<file path="src/logic/keypad_params.svh">
`ifndef KEYPAD_PARAMS_SVH
`define KEYPAD_PARAMS_SVH

// display scan and PS/2 receiver timing, in clk cycles
`define KP_SCAN_TICKS   16
`define KP_PS2_TIMEOUT  100     // well above one PS/2 clock period

// shift keys
`define KP_CODE_LSHIFT  9'h012
`define KP_CODE_RSHIFT  9'h059

// top-row digits
`define KP_CODE_DIGIT_0 9'h045
`define KP_CODE_DIGIT_1 9'h016
`define KP_CODE_DIGIT_2 9'h01E
`define KP_CODE_DIGIT_3 9'h026
`define KP_CODE_DIGIT_4 9'h025
`define KP_CODE_DIGIT_5 9'h02E
`define KP_CODE_DIGIT_6 9'h036
`define KP_CODE_DIGIT_7 9'h03D
`define KP_CODE_DIGIT_8 9'h03E
`define KP_CODE_DIGIT_9 9'h046

// numeric keypad digits, non-extended
`define KP_CODE_PAD_0   9'h070
`define KP_CODE_PAD_1   9'h069
`define KP_CODE_PAD_2   9'h072
`define KP_CODE_PAD_3   9'h07A
`define KP_CODE_PAD_4   9'h06B
`define KP_CODE_PAD_5   9'h073
`define KP_CODE_PAD_6   9'h074
`define KP_CODE_PAD_7   9'h06C
`define KP_CODE_PAD_8   9'h075
`define KP_CODE_PAD_9   9'h07D

`endif

</file>
<file path="src/logic/display_pkg.sv">
`default_nettype none

package display_pkg;

    // index 0 is the low nibble, shown at pos0
    typedef logic [3:0][3:0] hex_word_t;

    typedef logic [3:0] digit_sel_t;    // active low
    typedef logic [6:0] seg_t;          // active low, bit 0 is segment a

    typedef enum logic [1:0] {
        POS0,
        POS1,
        POS2,
        POS3
    } scan_pos_e;

endpackage

`default_nettype wire

</file>
<file path="src/logic/ps2_pkg.sv">
`default_nettype none

package ps2_pkg;

    // bit 8 set when the code came after an E0 prefix
    typedef logic [8:0] scan_code_t;

    // repeat is a reserved word, hence is_repeat
    typedef struct packed {
        scan_code_t code;
        logic       make;       // 1 press, 0 release
        logic       is_repeat;  // make on a key already held
    } key_event_t;

    typedef enum logic [1:0] {
        RX_IDLE,
        RX_DATA,
        RX_PARITY,
        RX_STOP
    } rx_state_e;

    typedef enum logic [1:0] {
        TRK_IDLE,
        TRK_EXT,    // E0 seen
        TRK_BRK     // F0 seen
    } trk_state_e;

endpackage

`default_nettype wire

</file>
<file path="src/logic/digit_entry.sv">
`timescale 1ns/1ps
`default_nettype none

`include "keypad_params.svh"

module digit_entry (
    input  logic                    clk,
    input  logic                    rst,
    input  ps2_pkg::key_event_t     key_event,
    input  logic                    event_strobe,
    input  logic [511:0]            key_down,
    output display_pkg::hex_word_t  entry_word
);
    import ps2_pkg::*;
    import display_pkg::*;

    localparam logic [3:0] NOT_DIGIT = 4'hF;

    logic [3:0] digit_val;
    logic       shift_held;
    logic       take_digit;

    // extended codes have bit 8 set so never match
    always_comb begin
        case (key_event.code)
            `KP_CODE_DIGIT_0, `KP_CODE_PAD_0: digit_val = 4'd0;
            `KP_CODE_DIGIT_1, `KP_CODE_PAD_1: digit_val = 4'd1;
            `KP_CODE_DIGIT_2, `KP_CODE_PAD_2: digit_val = 4'd2;
            `KP_CODE_DIGIT_3, `KP_CODE_PAD_3: digit_val = 4'd3;
            `KP_CODE_DIGIT_4, `KP_CODE_PAD_4: digit_val = 4'd4;
            `KP_CODE_DIGIT_5, `KP_CODE_PAD_5: digit_val = 4'd5;
            `KP_CODE_DIGIT_6, `KP_CODE_PAD_6: digit_val = 4'd6;
            `KP_CODE_DIGIT_7, `KP_CODE_PAD_7: digit_val = 4'd7;
            `KP_CODE_DIGIT_8, `KP_CODE_PAD_8: digit_val = 4'd8;
            `KP_CODE_DIGIT_9, `KP_CODE_PAD_9: digit_val = 4'd9;
            default:                          digit_val = NOT_DIGIT;
        endcase
    end

    assign shift_held = key_down[`KP_CODE_LSHIFT] | key_down[`KP_CODE_RSHIFT];
    assign take_digit = event_strobe && key_event.make && !key_event.is_repeat &&
                        (digit_val != NOT_DIGIT);

    always_ff @(posedge clk or posedge rst) begin
        if (rst) begin
            entry_word <= '1;   // four dashes
        end else if (take_digit) begin
            if (shift_held)
                entry_word <= {entry_word[2:0], digit_val};     // enter at the right
            else
                entry_word <= {digit_val, entry_word[3:1]};     // enter at the left
        end
    end

endmodule

`default_nettype wire

</file>
<file path="src/logic/key_state_tracker.sv">
`timescale 1ns/1ps
`default_nettype none

module key_state_tracker (
    input  logic                clk,
    input  logic                rst,
    input  logic [7:0]          rx_byte,
    input  logic                rx_strobe,
    output ps2_pkg::key_event_t key_event,
    output logic                event_strobe,
    output logic [511:0]        key_down
);
    import ps2_pkg::*;

    localparam logic [7:0] PREFIX_EXT = 8'hE0;
    localparam logic [7:0] PREFIX_BRK = 8'hF0;

    trk_state_e state;
    logic       ext_flag;
    logic       is_prefix;
    logic       make_now;
    scan_code_t code_full;

    assign is_prefix = (rx_byte == PREFIX_EXT) || (rx_byte == PREFIX_BRK);
    assign make_now  = (state != TRK_BRK);
    assign code_full = {ext_flag, rx_byte};

    always_ff @(posedge clk or posedge rst) begin
        if (rst) begin
            state        <= TRK_IDLE;
            ext_flag     <= 1'b0;
            event_strobe <= 1'b0;
            key_down     <= '0;
        end else begin
            event_strobe <= 1'b0;
            if (rx_strobe) begin
                if (rx_byte == PREFIX_EXT) begin
                    ext_flag <= 1'b1;
                    state    <= TRK_EXT;
                end else if (rx_byte == PREFIX_BRK) begin
                    state <= TRK_BRK;   // ext_flag kept for E0 F0 xx
                end else begin
                    key_down[code_full] <= make_now;
                    event_strobe        <= 1'b1;
                    ext_flag            <= 1'b0;
                    state               <= TRK_IDLE;
                end
            end
        end
    end

    // event fields only valid with event_strobe
    always_ff @(posedge clk) begin
        if (rx_strobe && !is_prefix) begin
            key_event.code      <= code_full;
            key_event.make      <= make_now;
            key_event.is_repeat <= make_now && key_down[code_full];  // typematic
        end
    end

endmodule

`default_nettype wire

</file>
<file path="src/logic/keypad_display_top.sv">
`timescale 1ns/1ps
`default_nettype none

module keypad_display_top (
    input  logic                    clk,
    input  logic                    rst,
    input  logic                    ps2_clk,
    input  logic                    ps2_data,
    output display_pkg::digit_sel_t digit,
    output display_pkg::seg_t       display
);
    import ps2_pkg::*;
    import display_pkg::*;

    logic [7:0]   rx_byte;
    logic         rx_strobe;
    key_event_t   key_event;
    logic         event_strobe;
    logic [511:0] key_down;
    hex_word_t    entry_word;

    ps2_receiver ps2_receiver_i (
        .clk       (clk),
        .rst       (rst),
        .ps2_clk   (ps2_clk),
        .ps2_data  (ps2_data),
        .rx_byte   (rx_byte),
        .rx_strobe (rx_strobe)
    );

    key_state_tracker key_state_tracker_i (
        .clk          (clk),
        .rst          (rst),
        .rx_byte      (rx_byte),
        .rx_strobe    (rx_strobe),
        .key_event    (key_event),
        .event_strobe (event_strobe),
        .key_down     (key_down)
    );

    digit_entry digit_entry_i (
        .clk          (clk),
        .rst          (rst),
        .key_event    (key_event),
        .event_strobe (event_strobe),
        .key_down     (key_down),
        .entry_word   (entry_word)
    );

    seg_scanner seg_scanner_i (
        .clk        (clk),
        .rst        (rst),
        .entry_word (entry_word),
        .digit      (digit),
        .display    (display)
    );

endmodule

`default_nettype wire

</file>
<file path="src/logic/ps2_receiver.sv">
`timescale 1ns/1ps
`default_nettype none

`include "keypad_params.svh"

module ps2_receiver (
    input  logic       clk,
    input  logic       rst,
    input  logic       ps2_clk,
    input  logic       ps2_data,
    output logic [7:0] rx_byte,
    output logic       rx_strobe
);
    import ps2_pkg::*;

    localparam int TIMEOUT = `KP_PS2_TIMEOUT;
    localparam int TW = $clog2(TIMEOUT);

    logic [1:0]    clk_sync;
    logic [1:0]    data_sync;
    logic          clk_prev;
    logic          fall;
    logic          data_bit;
    rx_state_e     state;
    logic [2:0]    bit_cnt;
    logic          parity_acc;
    logic          parity_ok;
    logic [7:0]    shift_reg;
    logic [TW-1:0] idle_cnt;
    logic          timeout;
    logic          frame_good;

    assign fall       = clk_prev & ~clk_sync[1];    // synchronized falling edge
    assign data_bit   = data_sync[1];
    assign timeout    = (state != RX_IDLE) && (idle_cnt == TW'(TIMEOUT - 1));
    assign frame_good = fall && (state == RX_STOP) && data_bit && parity_ok;

    // lines idle high
    always_ff @(posedge clk or posedge rst) begin
        if (rst) begin
            clk_sync  <= 2'b11;
            data_sync <= 2'b11;
            clk_prev  <= 1'b1;
        end else begin
            clk_sync  <= {clk_sync[0], ps2_clk};
            data_sync <= {data_sync[0], ps2_data};
            clk_prev  <= clk_sync[1];
        end
    end

    always_ff @(posedge clk or posedge rst) begin
        if (rst) begin
            state      <= RX_IDLE;
            bit_cnt    <= 3'd0;
            parity_acc <= 1'b0;
            parity_ok  <= 1'b0;
            idle_cnt   <= '0;
            rx_strobe  <= 1'b0;
        end else begin
            rx_strobe <= frame_good;
            if (state == RX_IDLE || fall)
                idle_cnt <= '0;
            else
                idle_cnt <= idle_cnt + 1'b1;

            if (timeout) begin
                state <= RX_IDLE;   // drop the partial frame
            end else if (fall) begin
                case (state)
                    RX_IDLE: begin
                        if (!data_bit) begin    // start bit
                            state      <= RX_DATA;
                            bit_cnt    <= 3'd0;
                            parity_acc <= 1'b0;
                        end
                    end
                    RX_DATA: begin
                        parity_acc <= parity_acc ^ data_bit;
                        bit_cnt    <= bit_cnt + 3'd1;
                        if (bit_cnt == 3'd7)
                            state <= RX_PARITY;
                    end
                    RX_PARITY: begin
                        parity_ok <= parity_acc ^ data_bit;     // odd parity
                        state     <= RX_STOP;
                    end
                    default: state <= RX_IDLE;  // stop bit checked in frame_good
                endcase
            end
        end
    end

    // data bits arrive lsb first
    always_ff @(posedge clk) begin
        if (fall && state == RX_DATA)
            shift_reg <= {data_bit, shift_reg[7:1]};
        if (frame_good)
            rx_byte <= shift_reg;
    end

endmodule

`default_nettype wire

</file>
<file path="src/logic/seg_scanner.sv">
`timescale 1ns/1ps
`default_nettype none

`include "keypad_params.svh"

module seg_scanner (
    input  logic                   clk,
    input  logic                   rst,
    input  display_pkg::hex_word_t entry_word,
    output display_pkg::digit_sel_t digit,
    output display_pkg::seg_t      display
);
    import display_pkg::*;

    localparam int TICKS = `KP_SCAN_TICKS;
    localparam int CW = (TICKS > 1) ? $clog2(TICKS) : 1;

    logic [CW-1:0] tick_cnt;
    logic          tick;
    scan_pos_e     pos;
    scan_pos_e     next_pos;
    logic [3:0]    nibble;

    assign tick     = (tick_cnt == CW'(TICKS - 1));
    assign next_pos = scan_pos_e'(pos + 2'd1);

    // pos starts at pos3 so the first tick lights pos0
    always_ff @(posedge clk or posedge rst) begin
        if (rst) begin
            tick_cnt <= '0;
            pos      <= POS3;
            digit    <= '1;
        end else begin
            tick_cnt <= tick ? '0 : tick_cnt + 1'b1;
            if (tick) begin
                pos   <= next_pos;
                digit <= ~(digit_sel_t'(1) << next_pos);
            end
        end
    end

    assign nibble = entry_word[pos];

    // gfedcba, low means lit
    always_comb begin
        case (nibble)
            4'd0:    display = 7'b1000000;
            4'd1:    display = 7'b1111001;
            4'd2:    display = 7'b0100100;
            4'd3:    display = 7'b0110000;
            4'd4:    display = 7'b0011001;
            4'd5:    display = 7'b0010010;
            4'd6:    display = 7'b0000010;
            4'd7:    display = 7'b1111000;
            4'd8:    display = 7'b0000000;
            4'd9:    display = 7'b0010000;
            4'd15:   display = 7'b0111111;  // dash
            default: display = 7'b1111111;  // blank
        endcase
    end

endmodule

`default_nettype wire

</file>
<file path="config.mk">
export PLATFORM = sky130hd
export DESIGN_NAME = keypad_display_top
export DESIGN_NICKNAME = d
export VERILOG_FILES = /design/src/logic/display_pkg.sv /design/src/logic/ps2_pkg.sv /design/src/logic/digit_entry.sv /design/src/logic/key_state_tracker.sv /design/src/logic/keypad_display_top.sv /design/src/logic/ps2_receiver.sv /design/src/logic/seg_scanner.sv
export VERILOG_INCLUDE_DIRS = /design/src /design/src/logic
export SDC_FILE = /design/constraint.sdc
export NUM_CORES = 1
export LEC_CHECK = 0
export BUFFER_PORTS_ARGS = -buffer_cell sky130_fd_sc_hd__buf_2
export CORE_MARGIN = 2
export CORE_UTILIZATION = 40
export CTS_CLUSTER_DIAMETER = 150
export CTS_CLUSTER_SIZE = 14
export DETAILED_ROUTE_END_ITERATION = 16
export PLACE_DENSITY_LB_ADDON = 0.08
export SKIP_CTS_REPAIR_TIMING = 1
export SLEW_MARGIN = 20
export SYNTH_ARGS = -nofsm -noshare
export SYNTH_HDL_FRONTEND = slang
export SYNTH_SLANG_ARGS = --single-unit
</file>
<file path="constraint.sdc">
create_clock -name clk -period 18.5 [get_ports clk]
set_input_delay 0 -clock clk [delete_from_list [all_inputs] [get_ports clk]]
set_output_delay 0 -clock clk [all_outputs]
set_load 0.005 [all_outputs]
</file>
# Word level (Yosys, flattened, before mapping)
# Memory sizes are Yosys's and may differ from the RTL's.
# Cells that the tools add are included.
[op_classes]
add_sub_neg = 4
order_cmp = 3
n_eq_ne = 34
shift = 1
mux = 27
bitwise = 8
reduce_logical = 34
[ops]
columns = ["cell", "n"]
rows = [
  ["512-bit bitwise mux", 1],
  ["9-bit by 7-bit == test with 1-bit output (second input constant)", 12],
  ["9-bit by 6-bit == test with 1-bit output (second input constant)", 6],
  ["4-bit one-hot mux with 10 select lines", 1],
  ["2-bit OR reduction", 10],
  ["9-bit by 5-bit == test with 1-bit output (second input constant)", 2],
  ["8-bit == test (second input constant)", 2],
  ["16-bit 2-to-1 mux", 1],
  ["2-bit 2-to-1 mux", 6],
  ["1-bit logical AND", 11],
  ["9-bit by 10-bit less-than comparator with 1-bit output (second input constant)", 1],
  ["1-bit binary-select mux with 9-bit select", 1],
  ["1-bit demux with 9-bit select", 1],
  ["9-bit by 1-bit greater-or-equal comparator with 1-bit output (second input constant)", 1],
  ["3-bit AND reduction", 3],
  ["4-bit binary-select mux with 2-bit select", 1],
  ["1-bit 2-to-1 mux", 8],
  ["4-bit 2-to-1 mux", 2],
  ["7-bit by 1-bit adder with 7-bit output (second input constant)", 1],
  ["7-bit == test (second input constant)", 1],
  ["7-bit 2-to-1 mux", 1],
  ["2-bit one-hot mux with 3 select lines", 1],
  ["3-bit one-hot mux with 2 select lines", 1],
  ["2-bit nonzero test", 3],
  ["other kinds (26)", 33],
]
[totals]
reg_bits = 589
mem_bits_ro = 112
input_bits = 4
output_inout_bits = 11
wordCells = 137
memories = 1
[mem_list]
columns = ["memory", "words", "width", "rd", "rd_clocked_by_memory_dff", "write_ports", "line_no", "text"]
rows = [
  ["(no name shown)", 16, 7, 1, 0, 0, "seg_scanner.sv:46", "case (nibble)"],
]

# Logic depth before layout (Yosys ltp)
[depth]
depth_word = 5
ltp_mapped = 12
mapped_depth_nobuf = 8

# Hierarchy
# A second synthesis with hierarchy kept.
[hier_totals]
cells_unflattened = 2573
hier_area_um2 = 28451.0
[modules_own_cells]
columns = ["mod", "n_inst", "cells_each", "area_per_inst_um2", "seq_area_each_um2"]
rows = [
  ["key_state_tracker", 1, 2274, 24877.6, 13242.7],
  ["ps2_receiver", 1, 98, 1436.4, 987.2],
  ["digit_entry", 1, 130, 1361.3, 420.4],
  ["seg_scanner", 1, 71, 775.7, 257.7],
]

# Worst setup path before layout
# Ideal clock, no wire load.
[synth_timing]
path_kind = "reg-to-reg"
from = "register ps2_receiver_i.rx_byte[1]"
to = "register key_state_tracker_i.key_down[208]"
setup_time_ns = 0.082
arrival_ns = 2.633
t_required_ns = 18.418
slack_ns = 15.784
stages_incl_launch_ff = 11
path_buffers = 4
synth_period_minus_slack_ns = 2.716
cell_sequence = "edfxtp_1 buf_2 or2_1 clkbuf_1 nor4_1 a21boi_1 nor4b_1 buf_2 buf_1 a21oi_1 a31oi_1"
[synth_via]
elab_chain_cells = 5
word_cells_on_any_way = 11
cone_classes = "order compare (2); eq/ne (2); mux (3); bitwise (2); reduce/logical (2)"
[synth_rtl]
columns = ["element", "line_no", "text"]
rows = [
  ["from (decl)", "ps2_receiver.sv:11", "output logic [7:0] rx_byte,"],
  ["from (signal assigned)", "ps2_receiver.sv:98", "rx_byte <= shift_reg;"],
  ["9-bit by 10-bit less-than comparator with 1-bit output (not written as such) or 9-bit by 1-bit greater-or-equal comparator with 1-bit output (tied branches)", "key_state_tracker.sv:43", "key_down[code_full] <= make_now;"],
  ["1-bit logical AND (not written as such)", "key_state_tracker.sv:43", ""],
  ["1-bit 2-to-1 mux (not written as such)", "key_state_tracker.sv:43", ""],
  ["1-bit demux with 9-bit select", "--", ""],
  ["512-bit bitwise mux", "key_state_tracker.sv:43", ""],
  ["to (signal, indexed assignment)", "key_state_tracker.sv:43", ""],
  ["to (decl)", "key_state_tracker.sv:11", "output logic [511:0] key_down"],
]
# Several ways; a longest one is shown, not always the timed one.
# A chain may end at the register's enable or synchronous reset.

# Final worst setup path
[layout_timing]
from = "register ps2_receiver_i.rx_byte[0]"
to = "register key_state_tracker_i.key_event[0] (netlist name)"
[layout_via]
elab_chain_cells = 3
[layout_rtl]
columns = ["element", "line_no", "text"]
rows = [
  ["1-bit binary-select mux with 9-bit select", "key_state_tracker.sv:57", "key_event.is_repeat <= make_now && key_down[code_full];"],
  ["1-bit 2-to-1 mux (not written as such)", "key_state_tracker.sv:57", ""],
  ["1-bit logical AND", "key_state_tracker.sv:57", ""],
]
# Every way passes these cells. The select of a mux whose other input is x is not followed.

==> flow_summary.toml <==
[timing]
report.final.slew_viol_count = 0
worst_pin_slew_ns = 1.16
fin_tns_setup_ns = 0
max_clock_freq_ghz = 0.218
rsz0062_at_grt = "false"
relSlewSlack = 0.230
period_needed_ns = 4.58
hold_violations = 0
setup_viol = 0
fin_crit_sh = 0.248
fin_skew_ns = 0.0163

[finish]
n_antenna_cell = 0
drive_gt1_frac = 0.143
top_regs = "key_state_tracker_i.key_down (512), digit_entry_i.entry_word (16), key_state_tracker_i.key_event (11)"
regMostFlops = "key_state_tracker_i.key_down"
layout.nets = 2401
final_core_util = 0.432
syn_to_final_growth_pct = 7.13
largest_reg_flops = 512
fin_area_um2 = 30100

[detailed_routing]
wl_met1_mm = 36.8
drt_first_pass_iters = 6
met3_wirelength_mm = 3.95
wl_per_cell_um = 23.8
ant_nets = 0
first_iter_violations = 2027
drc = 0
vias = 20600
wirelength_mm = 79.5
wl_met2_mm = 36.5
top_layer = "met4"
vias_per_cell = 6.18

[critical_path]
regToRegSetupSlack_ns = 13.92
worstPathMaxFanout = 94
critPathBufInv = 3
regToRegStartpoint = "ps2_receiver_i.rx_byte[0]"
critPathMaxStageDelay_ns = 0.71
cp_data_required_time_ns = 18.84
critPathKind = "flop to flop"
crit_slowest_cell = "buf_4"
path_delay_family = "buffers and inverters"
reg2regPathDepth = 9
arrival_ns = 4.92
end_kind = "flop"
start_kind = "flop"
crit_path_cell_trace = "buf_4, buf_12, buf_4, mux4_2, mux4_2, and2_0, a211o_1, nor4b_2, a31oi_1"
reg2reg_to = "key_state_tracker_i.key_event[0]"

[logic_synthesis]
netlist_area_um2 = 28100
synth_cells = 2574
synth-main-ff-cell = "dfrtp_1"
synthTopCellsByArea = "dfrtp_1 (48%), a31oi_1 (11%), a21oi_1 (9.7%), mux4_2 (8.7%), clkbuf_1 (3.1%)"
synth_top_area_frac = 0.476
yosysWarnings = 0
synth.distinct_cells = 80
async_reset_ff_frac = 0.954
yosysTopAreaCell = "dfrtp_1"
ys_seq_elements = 589
synth_edf_count = 27
synth.avg_cell_area_um2 = 10.9
syn_nets = 2596
ys_seq_area_frac = 0.530

[clock_network]
path_clk_slew_ns = 0.07
root_buffer = "clkbuf_16"
cts_max_path_buffers = 3
cts_buffers = 48
worstSkewPairLatency_ns = 0.60
cts.sinks = 589
cts_tree = "done"
htreeDepth = 2

[global_routing]
grt_pass1_vias = 19700
antenna_found_initial = 0
grt_remaining_overflow = 0
track_usage = 0.217
grt_max_degree = 243
grt_pass1_wl_mm = 124

[floorplan]
core_um2 = 69800
floorplan.initialDensity = 0.403
die_y_um = 269
dieWidth_um = 269
ios = 15
std_cell_rows = 97
dieArea_um2 = 72400

[place]
routabilityCongestion = 0.774
placed_cell_area_um2 = 28700
port_buffers = 14
hpwl_mm = 42.8

[power_and_ir_drop]
p_leak_uw = 0.0126
vdd_drop_max_v = 0.0000586
total_power_uw = 2400
cellPowerDensity_nw_per_um2 = 79.8

[min_path]
min_path_cells = 2
min_from = "ps2_data"
min_to = "ps2_receiver_i.data_sync[0]"
hold_path.class = "input port to flop"

[outcome]
outcome = "complete, no violations"

[run]
maxCapViolations = 0
==> synthesized netlist by cell type, types with 9 or more instances <==
library cell  instances
a21oi_1             543
dfrtp_1             535
a31oi_1             512
clkbuf_1            233
mux4_2              109
nor2_1               88
mux2i_1              70
buf_2                66
nand2_1              36
dfstp_2              27
edfxtp_1             27
nand3_1              27
nand2b_1             21
mux2_2               20
ha_1                 18
inv_1                18
o21ai_0              17
a22oi_1              15
buf_4                13
o21ai_1              12
a221oi_1              9
mux2_1                9
==> per-stage QoR <==
| step | instances | hold slack [ns] | setup slack, ns |
|---|---|---|---|
| 6_report | 3334 | 0.0467 | 13.92 |
| 4_1_cts | 3329 | -0.538 | 13.75 |
| 3_3_place_gp | 3264 | 0.105 | 13.76 |
| 5_1_grt | 3334 | 0.0396 | 13.60 |
| 3_5_place_dp | 3264 | 0.107 | 13.79 |
| 2_1_floorplan | 2574 | 0.00448 | 2.83 |
==> cells in the final DEF (no fill, tap or decap), types with 4 or more instances in the layout <==
cell and instances:
a31o_1 4, nor3_1 5, nand3_1 27, xnor2_1 4, a221oi_1 9, a31oi_1 512, clkbuf_16 49, xor2_1 7
mux2_2 20, buf_2 14, or3b_1 4, mux2_1 9, nor2_2 21, a22oi_1 15, o22ai_1 4, o41ai_1 8
buf_4 56, edfxtp_1 27, mux4_2 109, nand2b_1 21, nor2_4 28, nand3b_1 6, o21ai_0 17, ha_1 18
o21ai_1 12, mux2i_1 70, dfstp_2 27, inv_1 17, clkbuf_1 13, dfrtp_1 535, a21oi_1 543, nor4_1 6
nor2_1 48, nor2b_1 5, nand2_1 36, nand4_1 8
==> cell type report <==
| type | count | area (um2) |
|---|---|---|
| clock buffers | 62 | 1270 |
| clock inverters | 3 | 33.8 |
| fillers | 6663 | 39700 |
| inverters | 21 | 86.3 |
| multi-input cells | 1640 | 12000 |
| flip-flops and latches | 589 | 14900 |
| well taps | 940 | 1180 |
| repair buffers | 79 | 647 |
==> layer usage <==
| metal | global-route usage | up-vias |
|---|---|---|
| met2 | 0.330 | 581 |
| met4 | 0.0676 | 0 |
| met3 | 0.0279 | 114 |
| met5 | 0 | - |
| met1 | 0.322 | 10400 |
| li1 | - | 9464 |
==> worst reg2reg max path: cells and delay by family (launching register included) <==
| family | cells | cell delay (ns) |
|---|---|---|
| compound gates | 2 | 0.38 |
| buf+inv | 3 | 1.97 |
| flops | 1 | 0.33 |
| mux | 2 | 1.15 |
| simple gates | 2 | 0.50 |
==> power by group <==
group          switching, uW  total, uW  leakage [uW]  internal (uW)
Clock                    472        952      0.000635            480
Sequential              14.7       1330       0.00799           1310
Combinational           93.2        125       0.00403           32.0
Total                    580       2400        0.0126           1820
==> how the worst max path moves through the flow <==
stage               cells after the start                      start  slack (ns)                          endpoint
detailed placement                      9  ps2_receiver_i.rx_byte[0]       13.79  key_state_tracker_i.key_event[0]
floorplan                               1                        rst        2.83  key_state_tracker_i.event_strobe
finish                                  9  ps2_receiver_i.rx_byte[0]       13.92  key_state_tracker_i.key_event[0]
CTS                                     9  ps2_receiver_i.rx_byte[0]       13.75  key_state_tracker_i.key_event[0]
global route                            9  ps2_receiver_i.rx_byte[0]       13.60  key_state_tracker_i.key_event[0]
global placement                        9  ps2_receiver_i.rx_byte[0]       13.76  key_state_tracker_i.key_event[0]
==> kinds of logic after synthesis <==
family / Yosys count / synth area share
AO/OA/AOI/OAI: 1162 / 0.239
XOR/XNOR: 11 / 0.00343
adder cells (fa/ha/maj): 18 / 0.00801
buffers and inverters: 345 / 0.0521
flip-flops: 589 / 0.530
multiplexers: 208 / 0.124
AND/OR/NAND/NOR: 241 / 0.0432
Note: power is estimated with default switching activity, not from simulation.
